### config.mk
export PLATFORM = sky130hd
export DESIGN_NAME = cpu
export DESIGN_NICKNAME = d
export VERILOG_FILES = /design/src/design/cpu_pkg.sv /design/src/design/pipe_stage.sv /design/src/design/register_file.sv /design/src/design/fetch_unit.sv /design/src/design/decode_unit.sv /design/src/design/execute_unit.sv /design/src/design/cpu.sv
export VERILOG_INCLUDE_DIRS = /design/src /design/src/design
export SDC_FILE = /design/constraint.sdc
export NUM_CORES = 1
export LEC_CHECK = 0
export ABC_CLOCK_PERIOD_IN_PS = 4500
export BUFFER_PORTS_ARGS = -buffer_cell sky130_fd_sc_hd__clkbuf_2
export CORE_ASPECT_RATIO = 0.8
export CORE_MARGIN = 4
export CORE_UTILIZATION = 54
export CTS_BUF_LIST = sky130_fd_sc_hd__clkbuf_8 sky130_fd_sc_hd__clkbuf_16
export DETAILED_ROUTE_END_ITERATION = 6
export GPL_TIMING_DRIVEN = 0
export PLACE_DENSITY = 0.85
export SYNTH_ARGS = -nofsm -noshare
export SYNTH_HDL_FRONTEND = slang
export SYNTH_SLANG_ARGS = --single-unit
### constraint.sdc
create_clock -name clk -period 4.5 [get_ports clk]
set_input_delay 0.9 -clock clk [delete_from_list [all_inputs] [get_ports clk]]
set_output_delay 0.9 -clock clk [all_outputs]
set_load 0.02 [all_outputs]
### src/design/cpu_defs.svh
`ifndef CPU_DEFS_SVH
`define CPU_DEFS_SVH

// Datapath and register file geometry
`define WORD_SIZE 16
`define REG_COUNT 4
`define REG_SIZE 2

// Instruction field widths, MSB first: opcode, rs, rt, then rd/funct or imm
`define OPCODE_SIZE 4
`define FUNCT_SIZE 6
`define IMM_SIZE 8
`define TARGET_SIZE 12

// Opcodes
`define OP_RTYPE 4'd15
`define OP_ADI 4'd4
`define OP_LHI 4'd6
`define OP_LWD 4'd7
`define OP_SWD 4'd8
`define OP_BNE 4'd0
`define OP_BEQ 4'd1
`define OP_JMP 4'd9

// Funct codes for OP_RTYPE
`define FN_ADD 6'd0
`define FN_SUB 6'd1
`define FN_AND 6'd2
`define FN_ORR 6'd3
`define FN_WWD 6'd28
`define FN_HLT 6'd29

`endif

### src/design/cpu_pkg.sv
`include "cpu_defs.svh"

package cpu_pkg;

    // Low byte is either rd/funct or the immediate
    typedef struct packed {
        logic [`REG_SIZE-1:0]   rd;
        logic [`FUNCT_SIZE-1:0] funct;
    } rfield_t;

    typedef union packed {
        rfield_t              r;
        logic [`IMM_SIZE-1:0] imm;
    } low_field_t;

    typedef struct packed {
        logic [`OPCODE_SIZE-1:0] opcode;
        logic [`REG_SIZE-1:0]    rs;
        logic [`REG_SIZE-1:0]    rt;
        low_field_t              low;
    } inst_t;

    typedef enum logic [2:0] {
        alu_add,
        alu_sub,
        alu_and,
        alu_or,
        alu_pass_b,
        alu_lhi
    } alu_op_t;

    typedef struct packed {
        alu_op_t              alu_op;
        logic                 alu_src_imm;
        logic                 mem_read;
        logic                 mem_write;
        logic                 mem_to_reg;
        logic                 reg_write;
        logic [`REG_SIZE-1:0] wr_reg;
        logic                 branch_eq;
        logic                 branch_ne;
        logic                 jump;
        logic                 wwd;
        logic                 halt;
    } ctrl_t;

    typedef struct packed {
        inst_t                 inst;
        logic [`WORD_SIZE-1:0] pc_next;
    } if_id_t;

    typedef struct packed {
        ctrl_t                 ctrl;
        logic [`WORD_SIZE-1:0] rs_val;
        logic [`WORD_SIZE-1:0] rt_val;
        logic [`WORD_SIZE-1:0] imm;
        logic [`WORD_SIZE-1:0] pc_next;
        logic [`WORD_SIZE-1:0] jump_target;
    } id_ex_t;

    typedef struct packed {
        ctrl_t                 ctrl;
        logic [`WORD_SIZE-1:0] result;
        logic [`WORD_SIZE-1:0] rs_val;
    } ex_wb_t;

endpackage

### src/design/pipe_stage.sv
`timescale 1ns/1ps

module pipe_stage #(
    parameter type payload_t = logic [15:0]
) (
    input  logic     clk,
    input  logic     reset_n,
    input  logic     hold,
    input  logic     flush,
    input  logic     in_valid,
    input  payload_t in_data,
    output logic     out_valid,
    output payload_t out_data
);

    // Flush turns the slot into a bubble, even while held
    always_ff @(posedge clk) begin
        if (reset_n) begin
            out_valid <= 1'b0;
        end else if (flush) begin
            out_valid <= 1'b0;
        end else if (!hold) begin
            out_valid <= in_valid;
        end
    end

    // Payload only moves when the stage is not held
    always_ff @(posedge clk) begin
        if (!hold) begin
            out_data <= in_data;
        end
    end

endmodule

### src/design/register_file.sv
`timescale 1ns/1ps
`include "cpu_defs.svh"

module register_file (
    input  logic                  clk,
    input  logic                  reset_n,
    input  logic [`REG_SIZE-1:0]  read1,
    input  logic [`REG_SIZE-1:0]  read2,
    input  logic                  wb_en,
    input  logic [`REG_SIZE-1:0]  wb_reg,
    input  logic [`WORD_SIZE-1:0] wb_data,
    output logic [`WORD_SIZE-1:0] read_out1,
    output logic [`WORD_SIZE-1:0] read_out2
);

    logic [`WORD_SIZE-1:0] regs [`REG_COUNT];

    always_ff @(posedge clk) begin
        if (reset_n) begin
            for (int i = 0; i < `REG_COUNT; i++) begin
                regs[i] <= '0;
            end
        end else if (wb_en) begin
            regs[wb_reg] <= wb_data;
        end
    end

    // Write-through so decode sees the value retiring this cycle
    assign read_out1 = (wb_en && wb_reg == read1) ? wb_data : regs[read1];
    assign read_out2 = (wb_en && wb_reg == read2) ? wb_data : regs[read2];

endmodule

### src/design/fetch_unit.sv
`timescale 1ns/1ps
`include "cpu_defs.svh"

module fetch_unit
    import cpu_pkg::*;
(
    input  logic                  clk,
    input  logic                  reset_n,
    input  logic                  stall,
    input  logic                  redirect,
    input  logic [`WORD_SIZE-1:0] target,
    input  logic                  halted,
    output logic                  read_m1,
    output logic [`WORD_SIZE-1:0] address1,
    input  logic [`WORD_SIZE-1:0] data1,
    output if_id_t                if_out
);

    logic [`WORD_SIZE-1:0] pc;
    logic [`WORD_SIZE-1:0] pc_next;

    assign pc_next = pc + `WORD_SIZE'd1;

    //////////////////////////////////////////////////
    // Instruction port
    //////////////////////////////////////////////////

    // Keep reading until the core has retired HLT
    assign read_m1  = ~halted;
    assign address1 = pc;

    assign if_out.inst    = inst_t'(data1);
    assign if_out.pc_next = pc_next;

    //////////////////////////////////////////////////
    // Program counter
    //////////////////////////////////////////////////

    // Redirect from EX wins over a decode stall
    always_ff @(posedge clk) begin
        if (reset_n) begin
            pc <= '0;
        end else if (redirect) begin
            pc <= target;
        end else if (!stall && !halted) begin
            pc <= pc_next;
        end
    end

endmodule

### src/design/decode_unit.sv
`timescale 1ns/1ps
`include "cpu_defs.svh"

module decode_unit
    import cpu_pkg::*;
(
    input  logic                  if_valid,
    input  if_id_t                if_in,
    input  logic                  ex_valid,
    input  ctrl_t                 ex_ctrl,
    input  logic [`WORD_SIZE-1:0] read_out1,
    input  logic [`WORD_SIZE-1:0] read_out2,
    output logic [`REG_SIZE-1:0]  read1,
    output logic [`REG_SIZE-1:0]  read2,
    output logic                  stall,
    output id_ex_t                id_out
);

    inst_t                 inst;
    logic [`WORD_SIZE-1:0] raw;
    logic [`IMM_SIZE-1:0]  imm;
    ctrl_t                 ctrl;
    logic                  use_rs;
    logic                  use_rt;

    assign inst = if_in.inst;
    assign raw  = if_in.inst;
    assign imm  = inst.low.imm;

    assign read1 = inst.rs;
    assign read2 = inst.rt;

    //////////////////////////////////////////////////
    // Control decode
    //////////////////////////////////////////////////

    always_comb begin
        ctrl        = '0;
        ctrl.alu_op = alu_pass_b;
        use_rs      = 1'b0;
        use_rt      = 1'b0;
        case (inst.opcode)
            `OP_RTYPE: begin
                ctrl.wr_reg = inst.low.r.rd;
                case (inst.low.r.funct)
                    `FN_ADD, `FN_SUB, `FN_AND, `FN_ORR: begin
                        ctrl.reg_write = 1'b1;
                        use_rs         = 1'b1;
                        use_rt         = 1'b1;
                        case (inst.low.r.funct)
                            `FN_ADD: ctrl.alu_op = alu_add;
                            `FN_SUB: ctrl.alu_op = alu_sub;
                            `FN_AND: ctrl.alu_op = alu_and;
                            default: ctrl.alu_op = alu_or;
                        endcase
                    end
                    `FN_WWD: begin
                        ctrl.wwd = 1'b1;
                        use_rs   = 1'b1;
                    end
                    `FN_HLT: ctrl.halt = 1'b1;
                    default: ;
                endcase
            end
            `OP_ADI, `OP_LHI, `OP_LWD: begin
                ctrl.alu_op      = (inst.opcode == `OP_LHI) ? alu_lhi : alu_add;
                ctrl.alu_src_imm = 1'b1;
                ctrl.reg_write   = 1'b1;
                ctrl.wr_reg      = inst.rt;
                ctrl.mem_read    = (inst.opcode == `OP_LWD);
                ctrl.mem_to_reg  = (inst.opcode == `OP_LWD);
                use_rs           = (inst.opcode != `OP_LHI);
            end
            `OP_SWD: begin
                ctrl.alu_op      = alu_add;
                ctrl.alu_src_imm = 1'b1;
                ctrl.mem_write   = 1'b1;
                use_rs           = 1'b1;
                use_rt           = 1'b1;
            end
            `OP_BEQ, `OP_BNE: begin
                ctrl.branch_eq = (inst.opcode == `OP_BEQ);
                ctrl.branch_ne = (inst.opcode == `OP_BNE);
                use_rs         = 1'b1;
                use_rt         = 1'b1;
            end
            `OP_JMP: ctrl.jump = 1'b1;
            default: ;
        endcase
    end

    // Producer still in EX has not reached the register file yet
    assign stall = if_valid && ex_valid && ex_ctrl.reg_write &&
                   ((use_rs && ex_ctrl.wr_reg == inst.rs) ||
                    (use_rt && ex_ctrl.wr_reg == inst.rt));

    assign id_out.ctrl        = ctrl;
    assign id_out.rs_val      = read_out1;
    assign id_out.rt_val      = read_out2;
    assign id_out.imm         = {{(`WORD_SIZE-`IMM_SIZE){imm[`IMM_SIZE-1]}}, imm};
    assign id_out.pc_next     = if_in.pc_next;
    assign id_out.jump_target = {if_in.pc_next[`WORD_SIZE-1:`TARGET_SIZE],
                                 raw[`TARGET_SIZE-1:0]};

endmodule

### src/design/execute_unit.sv
`timescale 1ns/1ps
`include "cpu_defs.svh"

module execute_unit
    import cpu_pkg::*;
(
    input  logic                  clk,
    input  logic                  reset_n,
    input  logic                  ex_valid,
    input  id_ex_t                ex_in,
    output logic                  redirect,
    output logic [`WORD_SIZE-1:0] target,
    output logic                  read_m2,
    output logic                  write_m2,
    output logic [`WORD_SIZE-1:0] address2,
    output logic [`WORD_SIZE-1:0] data2_out,
    input  logic [`WORD_SIZE-1:0] data2_in,
    input  logic                  wb_valid,
    input  ex_wb_t                wb_in,
    output ex_wb_t                ex_out,
    output logic                  wb_en,
    output logic [`REG_SIZE-1:0]  wb_reg,
    output logic [`WORD_SIZE-1:0] wb_data,
    output logic [`WORD_SIZE-1:0] num_inst,
    output logic [`WORD_SIZE-1:0] output_port,
    output logic                  is_halted
);

    logic                  ex_active;
    logic                  retire;
    logic [`WORD_SIZE-1:0] alu_b;
    logic [`WORD_SIZE-1:0] alu_out;
    logic                  taken;

    // Nothing behind a HLT in WB may touch memory or the PC
    assign ex_active = ex_valid && !is_halted && !(wb_valid && wb_in.ctrl.halt);

    //////////////////////////////////////////////////
    // ALU and branch resolution
    //////////////////////////////////////////////////

    assign alu_b = ex_in.ctrl.alu_src_imm ? ex_in.imm : ex_in.rt_val;

    always_comb begin
        case (ex_in.ctrl.alu_op)
            alu_add: alu_out = ex_in.rs_val + alu_b;
            alu_sub: alu_out = ex_in.rs_val - alu_b;
            alu_and: alu_out = ex_in.rs_val & alu_b;
            alu_or:  alu_out = ex_in.rs_val | alu_b;
            alu_lhi: alu_out = {alu_b[7:0], 8'h00};
            default: alu_out = alu_b;
        endcase
    end

    assign taken = (ex_in.ctrl.branch_eq && ex_in.rs_val == ex_in.rt_val) ||
                   (ex_in.ctrl.branch_ne && ex_in.rs_val != ex_in.rt_val);

    assign redirect = ex_active && (taken || ex_in.ctrl.jump);
    assign target   = ex_in.ctrl.jump ? ex_in.jump_target : ex_in.pc_next + ex_in.imm;

    // Data port, live during the EX cycle
    assign read_m2   = ex_active && ex_in.ctrl.mem_read;
    assign write_m2  = ex_active && ex_in.ctrl.mem_write;
    assign address2  = alu_out;
    assign data2_out = ex_in.rt_val;

    assign ex_out.ctrl   = ex_in.ctrl;
    assign ex_out.result = ex_in.ctrl.mem_to_reg ? data2_in : alu_out;
    assign ex_out.rs_val = ex_in.rs_val;

    //////////////////////////////////////////////////
    // Writeback and retire
    //////////////////////////////////////////////////

    assign retire  = wb_valid && !is_halted;
    assign wb_en   = retire && wb_in.ctrl.reg_write;
    assign wb_reg  = wb_in.ctrl.wr_reg;
    assign wb_data = wb_in.result;

    always_ff @(posedge clk) begin
        if (reset_n) begin
            num_inst    <= '0;
            output_port <= '0;
            is_halted   <= 1'b0;
        end else if (retire) begin
            num_inst <= num_inst + `WORD_SIZE'd1;
            if (wb_in.ctrl.wwd) begin
                output_port <= wb_in.rs_val;
            end
            if (wb_in.ctrl.halt) begin
                is_halted <= 1'b1;
            end
        end
    end

endmodule

### src/design/cpu.sv
`timescale 1ns/1ps
`include "cpu_defs.svh"

module cpu
    import cpu_pkg::*;
(
    input  logic                  clk,
    input  logic                  reset_n,
    output logic                  read_m1,
    output logic [`WORD_SIZE-1:0] address1,
    input  logic [`WORD_SIZE-1:0] data1,
    output logic                  read_m2,
    output logic                  write_m2,
    output logic [`WORD_SIZE-1:0] address2,
    input  logic [`WORD_SIZE-1:0] data2_in,
    output logic [`WORD_SIZE-1:0] data2_out,
    output logic [`WORD_SIZE-1:0] num_inst,
    output logic [`WORD_SIZE-1:0] output_port,
    output logic                  is_halted
);

    if_id_t                fetch_out, if_id_q;
    id_ex_t                decode_out, id_ex_q;
    ex_wb_t                exec_out, ex_wb_q;
    logic                  if_id_valid, id_ex_valid, ex_wb_valid;
    logic                  stall, redirect;
    logic [`WORD_SIZE-1:0] target;
    logic [`REG_SIZE-1:0]  read1, read2, wb_reg;
    logic [`WORD_SIZE-1:0] read_out1, read_out2, wb_data;
    logic                  wb_en;

    fetch_unit u_fetch (
        .clk, .reset_n, .stall, .redirect, .target, .halted(is_halted),
        .read_m1, .address1, .data1, .if_out(fetch_out)
    );

    ////////////////////////////////////////////////// IF/ID
    pipe_stage #(.payload_t(if_id_t)) u_if_id (
        .clk, .reset_n, .hold(stall), .flush(redirect),
        .in_valid(read_m1), .in_data(fetch_out),
        .out_valid(if_id_valid), .out_data(if_id_q)
    );

    decode_unit u_decode (
        .if_valid(if_id_valid), .if_in(if_id_q),
        .ex_valid(id_ex_valid), .ex_ctrl(id_ex_q.ctrl),
        .read_out1, .read_out2, .read1, .read2, .stall, .id_out(decode_out)
    );

    register_file u_regs (
        .clk, .reset_n, .read1, .read2, .wb_en, .wb_reg, .wb_data, .read_out1, .read_out2
    );

    ////////////////////////////////////////////////// ID/EX
    pipe_stage #(.payload_t(id_ex_t)) u_id_ex (
        .clk, .reset_n, .hold(1'b0), .flush(stall || redirect),
        .in_valid(if_id_valid), .in_data(decode_out),
        .out_valid(id_ex_valid), .out_data(id_ex_q)
    );

    execute_unit u_execute (
        .clk, .reset_n, .ex_valid(id_ex_valid), .ex_in(id_ex_q),
        .redirect, .target, .read_m2, .write_m2, .address2, .data2_out, .data2_in,
        .wb_valid(ex_wb_valid), .wb_in(ex_wb_q), .ex_out(exec_out),
        .wb_en, .wb_reg, .wb_data, .num_inst, .output_port, .is_halted
    );

    ////////////////////////////////////////////////// EX/WB
    pipe_stage #(.payload_t(ex_wb_t)) u_ex_wb (
        .clk, .reset_n, .hold(1'b0), .flush(is_halted),
        .in_valid(id_ex_valid), .in_data(exec_out),
        .out_valid(ex_wb_valid), .out_data(ex_wb_q)
    );

endmodule

==> results of run 1 <==
==> sequential cells by signal, summed over array words and instances, names as in the netlist, named ones only <==
signal / count
u_execute.is_halted: 1
u_execute.num_inst: 16
u_regs.regs: 64
u_execute.output_port: 16
u_if_id.out_valid: 1
u_fetch.address1: 16
u_if_id.out_data: 32
u_ex_wb.out_data: 37
u_id_ex.out_valid: 1
u_ex_wb.out_valid: 1
u_id_ex.out_data: 74
==> worst min path at each step <==
stage,from,to,slack (ns),cells past startpoint
final,u_if_id.out_data[0],u_id_ex.out_data[16],0.34,0
after global routing,u_id_ex.out_data[80],u_ex_wb.out_data[32],0.34,0
after CTS,u_id_ex.out_data[80],u_ex_wb.out_data[32],0.33,0
after detailed placement,u_id_ex.out_data[80],u_ex_wb.out_data[32],0.31,0
after global placement,u_id_ex.out_data[80],u_ex_wb.out_data[32],0.31,0
after floorplan,u_id_ex.out_data[80],u_ex_wb.out_data[32],0.31,0
==> stage by stage <==
stage                     setup TNS (ns)  instances  power, uW  util [%]
after floorplan                        0       1177       3390         -
after global placement             -1.61       1599       3660      59.9
after detailed placement           -2.43       1600       3680      60.0
after CTS                          -1.12       1665       5960      65.9
after global routing               -2.34       1678       6290      67.2
final                              -1.06       1678       6080      67.2
==> layer usage <==
layer / routed length, um / global-route usage, % / up-vias
met5: 13 / 0 / -
met4: 1220 / 7.61 / 2
met3: 2710 / 4.14 / 95
met2: 15800 / 40.0 / 477
met1: 14400 / 36.1 / 4710
li1: - / - / 4569
==> cells in the mapped netlist (3+ instances only) <==
cell type and instances:
dfxtp_1 167, nand2_1 110, edfxtp_1 96, and2_1 75
nor2_1 68, a21oi_1 59, o21ai_0 55, clkbuf_1 51
xnor2_1 51, xor2_1 51, mux2_2 47, ha_1 35
mux4_2 32, inv_1 25, nand3_1 18, buf_4 16
o22ai_1 14, a21o_1 13, and3_1 12, nand2b_1 12
nor3_1 11, a211oi_1 10, nand4_1 10, o21a_1 9
a22oi_1 8, mux2i_1 8, nor2b_1 8, nor4_1 8
a31oi_1 7, or2_2 7, or3_1 7, o211ai_1 6
o31ai_1 5, and4_1 4, mux2i_2 4, o21ai_1 4
o31a_1 4, a22o_1 3, a311o_1 3, buf_1 3
o21bai_1 3, o221ai_1 3
==> area by class of cell <==
cell class	instances	share of cell area (%)
flip-flops and latches	263	40.8
clock buffers	29	4.53
repair buffers	150	6.09
multi-input cells	814	41.8
plain buffers	69	2.46
inverters	28	0.713
well taps	306	2.51
clock inverters	19	1.12
==> logic make-up (layout without fill, tap and decap cells) <==
logic type	after synthesis	count (layout)	share of synthesized area [%]
xor+xnor	102	102	7.05
flops	263	263	49.2
compound gates	227	227	11.4
buf+inv	100	295	3.51
simple gates	356	356	14.1
fa+ha+maj	38	38	3.85
mux	91	91	10.9
==> where the power goes <==
part / internal, uW / switching, uW / total, uW
logic: 549 / 620 / 1170
clock network: 1230 / 925 / 2150
registers: 2590 / 168 / 2760
total: 4370 / 1710 / 6080
==> timing repair <==
action / 4_1_cts / 5_1_grt
setup buffers: 20 / 13
hold endpoints to repair: 0 / 0
pin swaps: 20 / 35
endpoints found under the setup margin: 14 / 13
hold buffers: 0 / 0
gates resized for setup: 78 / 53
==> worst max-delay path, delay by kind of cell, from the launching register on <==
family | cells | cell delay [ns]
XOR/XNOR | 1 | 0.09
adder cells (fa/ha/maj) | 1 | 0.36
AO/OA/AOI/OAI | 7 | 1.09
flip-flops | 1 | 0.33
buffers and inverters | 3 | 0.46
AND/OR/NAND/NOR | 6 | 1.03
==> out/metrics.csv, run 1 <==
stage,metric,value,unit
synthesis,ys_seq_area_share,49.2,%
sta,fin_hold_ws,0.340,ns
drt,drc,0,
grt,grt_overflow,0,
die,dieWidth,179,um
sta,finalCritPeriodShare,107,%
worst_setup_path,crit_path_end,address2[15],
drt,vias,9853,
sta,rsz0062_at_grt,yes,
worst_setup_path,r2r_setup_slack,0.93,ns
synthesis,ys_warn_count,0,
cts,root_buffer,clkbuf_16,
drt,drt_wl_total,34200,um
sta,maxSlewHeadroom,24.8,%
drt,ant_nets,0,
cells_and_area,seqCellArea,6230,um^2
worst_setup_path,cp_cell_sequence,buf_12 > buf_12 > nor3_2 > a21oi_2 > nor2b_2 > nand4_1 > o21ai_2 > xnor2_2 > ha_1 > a21o_1 > a21oi_2 > nor2_1 > nor2_2 > a21oi_2 > or2_4 > a311o_1 > o211ai_1 > buf_4,
worst_setup_path,rr_startpoint,u_id_ex.out_data[91],
placement,pre_cts_ws,-0.569,ns
cts,clk_latency,0.55,ns
sta,worst_pin_slew,1.11,ns
sta,slew_viol_final,0,
sta,clock_skew,0.0176,ns
synthesis,ys_types,69,
drt,drt_pre_antenna_iters,5,
placement,dp_hpwl,24400,um
synthesis,synthesis.nets,1248,
die,ioPinCount,118,
synthesis,synth.avg_cell_area,10.8,um^2
cells_and_area,nets,1423,
placement,port_buffers,116,
worst_setup_path,required,3.60,ns
drt,wl_per_cell,20.4,um
synthesis,synth_ff_type,dfxtp_1,
worst_setup_path,crit_start,u_id_ex.out_data[91],
cts,numCtsBuffers,26,
worst_setup_path,worst_path_most_repeated_cell,a21oi_2,
grt,grt_pass1_wl,52600,um
sta,setup_ws,-0.315,ns
synthesis,synth_edf_count,96,
die,dieArea,26000,um^2
worst_setup_path,r2r-end,u_ex_wb.out_data[23],
sta,max_freq,0.208,GHz
placement,gp_congestion,0.958,
cells_and_area,post-route-cell-area,15300,um^2
hold_path,min_path_type,reg2reg,
cells_and_area,antenna_cells,0,
run,maxCapViolCount,0,
worst_setup_path,ff2ff_path_depth,17,
synthesis,synth_top_area_cell,dfxtp_1,
placement,place_area,13700,um^2
die,core_area,22700,um^2
sta,min_period,4.82,ns
die,die-height,145,um
cells_and_area,multi_input_area,6390,um^2
drt,vias_per_cell,5.87,
worst_setup_path,worst-path-max-fanout,10,
cells_and_area,drive_above_1_share,26.9,%
worst_setup_path,critPathArrivalTime,3.92,ns
grt,antenna_found_initial,1,
outcome,status,"finished, violations left",
pwr,p_per_area,398,nW/um^2
cells_and_area,area_delta_synth_final,20.6,%
grt,grt_max_degree,22,
synthesis,syn_area,12700,um^2
cts,htreeDepth,1,
cts,cts_max_path_buffers,3,
drt,drtIter0Drc,1018,
cts,cts.sinks,263,
grt,grt_pass1_vias,9528,
die,core.rowCount,49,
worst_setup_path,crit_path_top_delay_cell,ha_1,
sta,setup_viol,7,
synthesis,ys_async_sr_fraction,0,%
die,start_util,55.7,%
synthesis,synthCells,1177,
worst_setup_path,cp-start-kind,register,
pwr,peakVddDrop,306,uV
worst_setup_path,path_class,reg2out,
grt,grt.total_usage,25.3,%
synthesis,synth.area.top_cells,"dfxtp_1 26%, edfxtp_1 23%, mux4_2 5.7%, mux2_2 4.2%, and2_1 3.7%",
pwr,leakagePower,0.00618,uW
cells_and_area,final_common_cell,dfxtp_1,
cells_and_area,mostFrequentLayoutCells,"164 x dfxtp_1, 109 x nand2_1, 109 x clkbuf_2, 96 x edfxtp_1, 75 x and2_1",
synthesis,ys_seq_elements,263,
cts,path_clk_slew,0.07,ns
sta,finalHoldViolations,0,
cts,cts_tree,yes,
outcome,violations,negative setup slack,
worst_setup_path,end_kind,primary output,
worst_setup_path,max_stage_delay,0.36,ns
synthesis,synth_top_area_share,26.4,%
cells_and_area,fill_cells,1659,
(Power assumes the default switching activity.)
==> run 2: changes to the inputs <==
- CORE_UTILIZATION: 54 -> 43
- PLACE_DENSITY: 0.85 -> 0.72
- TNS_END_PERCENT: default -> 50
==> run 2 against run 1 <==
Compared with the run above:
- the run still ends with negative setup slack left
- clock power is essentially flat
- maximum frequency grew 1.6%
- via count shrank 2.1%
- sequential power is essentially flat
- count of clock-buffer cells in the layout grew 4
- critical endpoint unchanged
==> out/metrics.csv, run 2 (synthesis results as in run 1) <==
stage,metric,value,unit,change
cts,cts_hold_buf,0,,unchanged
hold_path,worstHoldPathCells,0,,unchanged
pwr,power.internal,4370,uW,about the same
die,ioPinCount,118,,unchanged
sta,min_period,4.74,ns,was 4.82 ns
placement,dp_hpwl,25100,um,was 24400 um
drt,vias_per_cell,5.52,,was 5.87
pwr,peakVddDrop,265,uV,was 306 uV
grt,grt.total_usage,20.6,%,was 25.3%
cells_and_area,largest-register,u_id_ex.out_data,,unchanged
grt,grtUsageMet1,29.9,%,was 36.1%
outcome,violations,negative setup slack,,unchanged
cts,numCtsBuffers,28,,was 26
sta,setup_viol,7,,unchanged
pwr,comb_power_share,18.5,%,was 19.2%
pwr,seqPwrFrac,45.7,%,was 45.4%
grt,grt_max_degree,22,,unchanged
cells_and_area,fin_cells,1747,,was 1678
sta,worst_pin_slew,1.03,ns,was 1.11 ns
drt,wl_per_cell,19.5,um,was 20.4 um
cts,path_clk_slew,0.06,ns,was 0.07 ns
sta,fin_hold_ws,0.333,ns,was 0.340 ns
grt,grt_pass1_vias,9504,,was 9528
grt,grt_overflow,0,,unchanged
cells_and_area,largest_reg_flops,74,,unchanged
sta,max_freq,0.211,GHz,was 0.208 GHz
die,core_area,28600,um^2,was 22700 um^2
drt,drt_pre_antenna_iters,5,,unchanged
cells_and_area,final_common_cell,dfxtp_1,,unchanged
sta,rsz0062_at_grt,yes,,unchanged
sta,finalCritPeriodShare,105,%,was 107%
die,dieArea,32300,um^2,was 26000 um^2
cts,cts_max_path_buffers,3,,unchanged
worst_setup_path,ff2ff_path_depth,17,,unchanged
pwr,power.total,6040,uW,was 6080 uW
worst_setup_path,path_class,reg2out,,unchanged
cts,root_buffer,clkbuf_16,,unchanged
pwr,p_per_area,394,nW/um^2,was 398 nW/um^2
cells_and_area,nets,1425,,was 1423
drt,drt_wl_total,34000,um,was 34200 um
worst_setup_path,cp-start-kind,register,,unchanged
worst_setup_path,critPathArrivalTime,3.84,ns,was 3.92 ns
grt,grtUsageMet2,32.6,%,was 40.0%
sta,maxSlewHeadroom,30.6,%,was 24.8%
pwr,power.switching,1670,uW,was 1710 uW
placement,pre_cts_ws,-0.533,ns,was -0.569 ns
worst_setup_path,r2r_setup_slack,0.95,ns,was 0.93 ns
placement,place_area,13700,um^2,about the same
sta,slew_viol_final,0,,unchanged
die,die-height,162,um,was 145 um
sta,setup_ws,-0.239,ns,was -0.315 ns
worst_setup_path,required,3.60,ns,about the same
cells_and_area,reg.largest.list,"u_id_ex.out_data (74), u_regs.regs (64), u_ex_wb.out_data (37)",,unchanged
drt,vias,9644,,was 9853
cts,cts.sinks,263,,unchanged
hold_path,min_path_type,reg2reg,,unchanged
sta,finalHoldViolations,0,,unchanged
grt,antenna_found_initial,2,,was 1
die,core.rowCount,55,,was 49
placement,port_buffers,116,,unchanged
placement,gp_congestion,0.931,,was 0.958
placement,placed_cells,1664,,was 1600
run,maxCapViolCount,0,,unchanged
pwr,power_frac_clock,35.9,%,was 35.4%
cells_and_area,area_delta_synth_final,20.9,%,was 20.6%
drt,ant_nets,0,,unchanged
pwr,switching_share,27.6,%,was 28.2%
die,dieWidth,200,um,was 179 um
drt,drtIter0Drc,829,,was 1018
cts,clk_latency,0.53,ns,was 0.55 ns
cts,cts_tree,yes,,unchanged
drt,drc,0,,unchanged
worst_setup_path,worst-path-max-fanout,10,,unchanged
outcome,status,"finished, violations left",,unchanged
cells_and_area,mostFrequentLayoutCells,"163 x dfxtp_1, 111 x clkbuf_2, 107 x nand2_1, 96 x edfxtp_1, 75 x and2_1",,"was 164 x dfxtp_1, 109 x nand2_1, 109 x clkbuf_2, 96 x edfxtp_1, 75 x and2_1"
grt,grtUsageMet3,3.36,%,was 4.14%
cells_and_area,drive_above_1_share,26.5,%,was 26.9%
die,start_util,44.2,%,was 55.7%
pwr,leakagePower,0.00621,uW,was 0.00618 uW
cells_and_area,post-route-cell-area,15300,um^2,about the same
grt,grt_busiest_layer,met2,,unchanged
grt,grt_pass1_wl,53000,um,was 52600 um
sta,clock_skew,0.0112,ns,was 0.0176 ns
cts,htreeDepth,1,,unchanged
worst_setup_path,end_kind,primary output,,unchanged
## run 2: cell types whose count changed in the layout (fill, tap and decap cells not counted), moves of 3 or more
cell / before / now
clkbuf_16: 26 / 31
ha_1: 28 / 31
clkbuf_8: 8 / 5
inv_1: 28 / 35
## run 2: power by group through the flow
| stage | clock network (uW) | registers, uW | logic, uW |
|---|---|---|---|
| 2_1_floorplan | 0 | 2730 | 656 |
| 4_1_cts | 2220 | 2750 | 1020 |
| 5_1_grt | 2330 | 2770 | 1190 |
| 6_report | 2170 | 2760 | 1120 |
| 3_3_place_gp | 0 | 2790 | 890 |
| 3_5_place_dp | 0 | 2790 | 901 |
## run 2: critical path, stage by stage (launching register included)
cell	delay, ns
dfxtp_2	0.32
buf_6	0.14
buf_8	0.17
buf_12	0.15
mux2i_4	0.25
buf_4	0.17
xnor2_1	0.14
ha_1	0.28
o21a_1	0.12
o31a_1	0.13
o311a_1	0.34
o21ai_2	0.21
a21oi_2	0.10
or2_4	0.28
a311o_1	0.26
o211ai_1	0.10
buf_4	0.18
## run 2: cell type report
class | instances | area [um^2]
fill | 2484 | 13300
multi-input combinational | 814 | 6350
sequential | 263 | 6230
timing repair buffer | 150 | 905
clock buffer | 33 | 803
tap | 370 | 463
buffer | 69 | 367
inverter | 28 | 109
clock inverter | 19 | 87.6
antenna | 1 | 2.50
## run 2: routing by layer
layer	vias up	wire length [um]
met5	-	20
met4	4	853
met3	67	2330
met2	327	15400
met1	4667	15400
li1	4579	-
## run 2: final timing paths
kind,to,start
worst max-delay path,address2[15],u_id_ex.out_data[91]
worst min-delay path,u_ex_wb.out_data[32],u_id_ex.out_data[80]
worst min register to register,u_ex_wb.out_data[32],u_id_ex.out_data[80]
worst max register to register,u_ex_wb.out_data[25],u_id_ex.out_data[91]
## run 2: repair_timing
item / in CTS / in global routing
pin swaps: 23 / 35
gates resized for setup: 74 / 44
setup buffers: 26 / 8
setup endpoints to repair: 14 / 12
## run 2: per-stage QoR
step / setup TNS (ns) / util, %
after floorplan: 0 / -
after global placement: -2.32 / 47.9
after detailed placement: -2.24 / 48.0
after CTS: -0.961 / 52.8
after global routing: -2.33 / 53.5
final: -0.986 / 53.5
==> run 3: changes to the inputs <==
- PLACE_DENSITY: 0.72 -> 0.69
==> run 3 against run 2 <==
Compared with the run above:
- the flow still finishes with violations (negative setup slack)
- register-to-register slack got worse by 0.15 ns
- design area rose by 0.30%
- final cell count rose by 0.17%
- critical path depth fell by 1
- utilization rose by 0.16 points
- sequential share of layout area fell by 0.12 points
- via count fell by 1.0%
- clock power rose by 3%
==> out/metrics.csv, run 3 (synthesis results as in run 1) <==
stage,metric,value,unit,change
cells_and_area,antenna_cells,0,,was 1
cells_and_area,final_common_cell,dfxtp_1,,unchanged
hold_path,hold_path_end,u_ex_wb.out_data[33],,was u_ex_wb.out_data[32]
sta,clock_skew,0.0263,ns,was 0.0112 ns
worst_setup_path,r2r_setup_slack,0.80,ns,was 0.95 ns
cts,cts.sinks,263,,unchanged
pwr,p_per_area,399,nW/um^2,was 394 nW/um^2
cts,cts_max_path_buffers,3,,unchanged
worst_setup_path,worst-path-max-fanout,5,,was 10
sta,maxSlewHeadroom,8.73,%,was 30.6%
sta,finalHoldViolations,0,,unchanged
sta,max_freq,0.209,GHz,was 0.211 GHz
pwr,leakagePower,0.00624,uW,was 0.00621 uW
sta,slew_viol_final,0,,unchanged
worst_setup_path,end_kind,primary output,,unchanged
placement,gp_congestion,0.918,,was 0.931
grt,grt_overflow,0,,unchanged
cts,path_clk_slew,0.06,ns,about the same
sta,setup_viol,8,,was 7
grt,grt_pass1_vias,9329,,was 9504
pwr,power.internal,4450,uW,was 4370 uW
cells_and_area,mostFrequentLayoutCells,"163 x dfxtp_1, 110 x clkbuf_2, 109 x nand2_1, 96 x edfxtp_1, 75 x and2_1",,"was 163 x dfxtp_1, 111 x clkbuf_2, 107 x nand2_1, 96 x edfxtp_1, 75 x and2_1"
cells_and_area,largest-register,u_id_ex.out_data,,unchanged
hold_path,min_from,u_id_ex.out_data[81],,was u_id_ex.out_data[80]
placement,dp_hpwl,25200,um,was 25100 um
outcome,violations,negative setup slack,,unchanged
die,dieArea,32300,um^2,unchanged
run,maxCapViolCount,0,,unchanged
grt,grt_max_degree,22,,unchanged
hold_path,min_path_type,reg2reg,,unchanged
placement,port_buffers,116,,unchanged
grt,grt.total_usage,20.8,%,was 20.6%
grt,grt_pass1_wl,52800,um,was 53000 um
placement,pre_cts_ws,-0.564,ns,was -0.533 ns
sta,fin_hold_ws,0.331,ns,was 0.333 ns
pwr,peakVddDrop,282,uV,was 265 uV
sta,finalCritPeriodShare,106,%,was 105%
drt,drtIter0Drc,909,,was 829
pwr,seqPwrFrac,45.0,%,was 45.7%
drt,ant_nets,0,,unchanged
sta,setup_ws,-0.282,ns,was -0.239 ns
cells_and_area,nets,1429,,was 1425
pwr,power_frac_clock,36.5,%,was 35.9%
drt,drt_wl_total,34400,um,was 34000 um
sta,min_period,4.78,ns,was 4.74 ns
drt,vias,9543,,was 9644
pwr,switching_share,27.4,%,was 27.6%
pwr,power.switching,1680,uW,was 1670 uW
worst_setup_path,required,3.60,ns,about the same
worst_setup_path,ff2ff_path_depth,16,,was 17
cells_and_area,fill_cells,2518,,was 2484
worst_setup_path,path_class,reg2out,,unchanged
drt,wl_per_cell,19.7,um,was 19.5 um
cts,htreeDepth,1,,unchanged
cells_and_area,area_delta_synth_final,21.3,%,was 20.9%
die,die-height,162,um,unchanged
outcome,status,"finished, violations left",,unchanged
grt,antenna_found_initial,3,,was 2
die,core.rowCount,55,,unchanged
worst_setup_path,r2r-end,u_ex_wb.out_data[29],,was u_ex_wb.out_data[25]
cells_and_area,drive_above_1_share,26.6,%,was 26.5%
worst_setup_path,cp-start-kind,register,,unchanged
cts,clk_latency,0.55,ns,was 0.53 ns
cts,cts_hold_buf,0,,unchanged
cts,numCtsBuffers,28,,unchanged
cells_and_area,largest_reg_flops,74,,unchanged
pwr,comb_power_share,18.5,%,about the same
worst_setup_path,critPathArrivalTime,3.88,ns,was 3.84 ns
hold_path,worstHoldPathCells,0,,unchanged
cells_and_area,seqCellArea,6230,um^2,unchanged
die,start_util,44.2,%,unchanged
die,dieWidth,200,um,unchanged
cts,cts_tree,yes,,unchanged
cts,root_buffer,clkbuf_16,,unchanged
sta,worst_pin_slew,1.35,ns,was 1.03 ns
die,core_area,28600,um^2,unchanged
drt,vias_per_cell,5.45,,was 5.52
sta,rsz0062_at_grt,yes,,unchanged
drt,drt_pre_antenna_iters,5,,unchanged
cells_and_area,reg.largest.list,"u_id_ex.out_data (74), u_regs.regs (64), u_ex_wb.out_data (37)",,unchanged
drt,drc,0,,unchanged
die,ioPinCount,118,,unchanged
cells_and_area,multi_input_area,6330,um^2,was 6350 um^2
worst_setup_path,rr_startpoint,u_id_ex.out_data[91],,unchanged
## run 3: power by group through the flow
stage | combinational (uW) | clock [uW] | sequential, uW
after detailed placement | 905 | 0 | 2790
after global placement | 897 | 0 | 2790
after CTS | 1040 | 2280 | 2750
after global routing | 1220 | 2390 | 2770
final | 1140 | 2230 | 2760
after floorplan | 656 | 0 | 2730
## run 3: final cells by class
cell class	instances	share of cell area, %
buffer	69	2.44
clock buffer	34	5.24
clock inverter	18	0.765
inverter	28	0.708
multi-input combinational	814	41.2
sequential	263	40.6
tap	370	3.01
timing repair buffer	154	6.11
## run 3: how the worst max path moves through the flow
stage | startpoint | endpoint | slack (ns) | cells after the start
2_1_floorplan | u_id_ex.out_data[91] | address2[15] | 0.08 | 14
3_3_place_gp | u_id_ex.out_data[91] | address2[15] | -0.55 | 15
3_5_place_dp | u_id_ex.out_data[94] | address2[15] | -0.56 | 16
4_1_cts | u_id_ex.out_data[91] | address2[15] | -0.36 | 14
5_1_grt | u_id_ex.out_data[91] | address2[15] | -0.51 | 16
6_report | u_id_ex.out_data[91] | address2[13] | -0.28 | 15
## run 3: timing repair
| item | in CTS | in global routing |
|---|---|---|
| setup buffers | 26 | 11 |
| hold endpoints to repair | 0 | 0 |
| resized for setup | 78 | 38 |
| pin swaps | 25 | 37 |
| setup endpoints to repair | 14 | 13 |
| gates cloned | 0 | 0 |
## run 3: metal layers
metal | GRT usage (%) | wire length (um) | vias to the layer above | part of all wire, %
li1 | - | - | 4587 | -
met1 | 30.2 | 15800 | 4583 | 46
met2 | 32.4 | 15600 | 311 | 45
met3 | 3.63 | 2230 | 58 | 6.5
met4 | 5.09 | 814 | 4 | 2.4
met5 | 0 | 26 | - | 0.075
## run 3: critical path, cell delays in order, from the launching register on
cell and delay (ns):
dfxtp_2 0.33, buf_8 0.15, mux2i_4 0.36, ha_4 0.27, a21oi_4 0.14, ha_1 0.25
nor2b_4 0.13, o31a_1 0.27, o311a_1 0.33, o21ai_2 0.19, a21oi_2 0.10, buf_4 0.14
buf_4 0.12, nor3_2 0.26, o31ai_4 0.13, clkbuf_8 0.18
## run 3: stage by stage
stage	total power (uW)	util (%)	setup TNS (ns)	instance area, um^2	instances
6_report	6130	53.7	-1.14	15400	1750
5_1_grt	6380	53.7	-2.58	15400	1750
4_1_cts	6070	52.9	-1.52	15200	1739
3_5_place_dp	3700	48.0	-2.68	13700	1664
3_3_place_gp	3680	47.9	-2.68	13700	1663
2_1_floorplan	3390	-	0	12700	1177
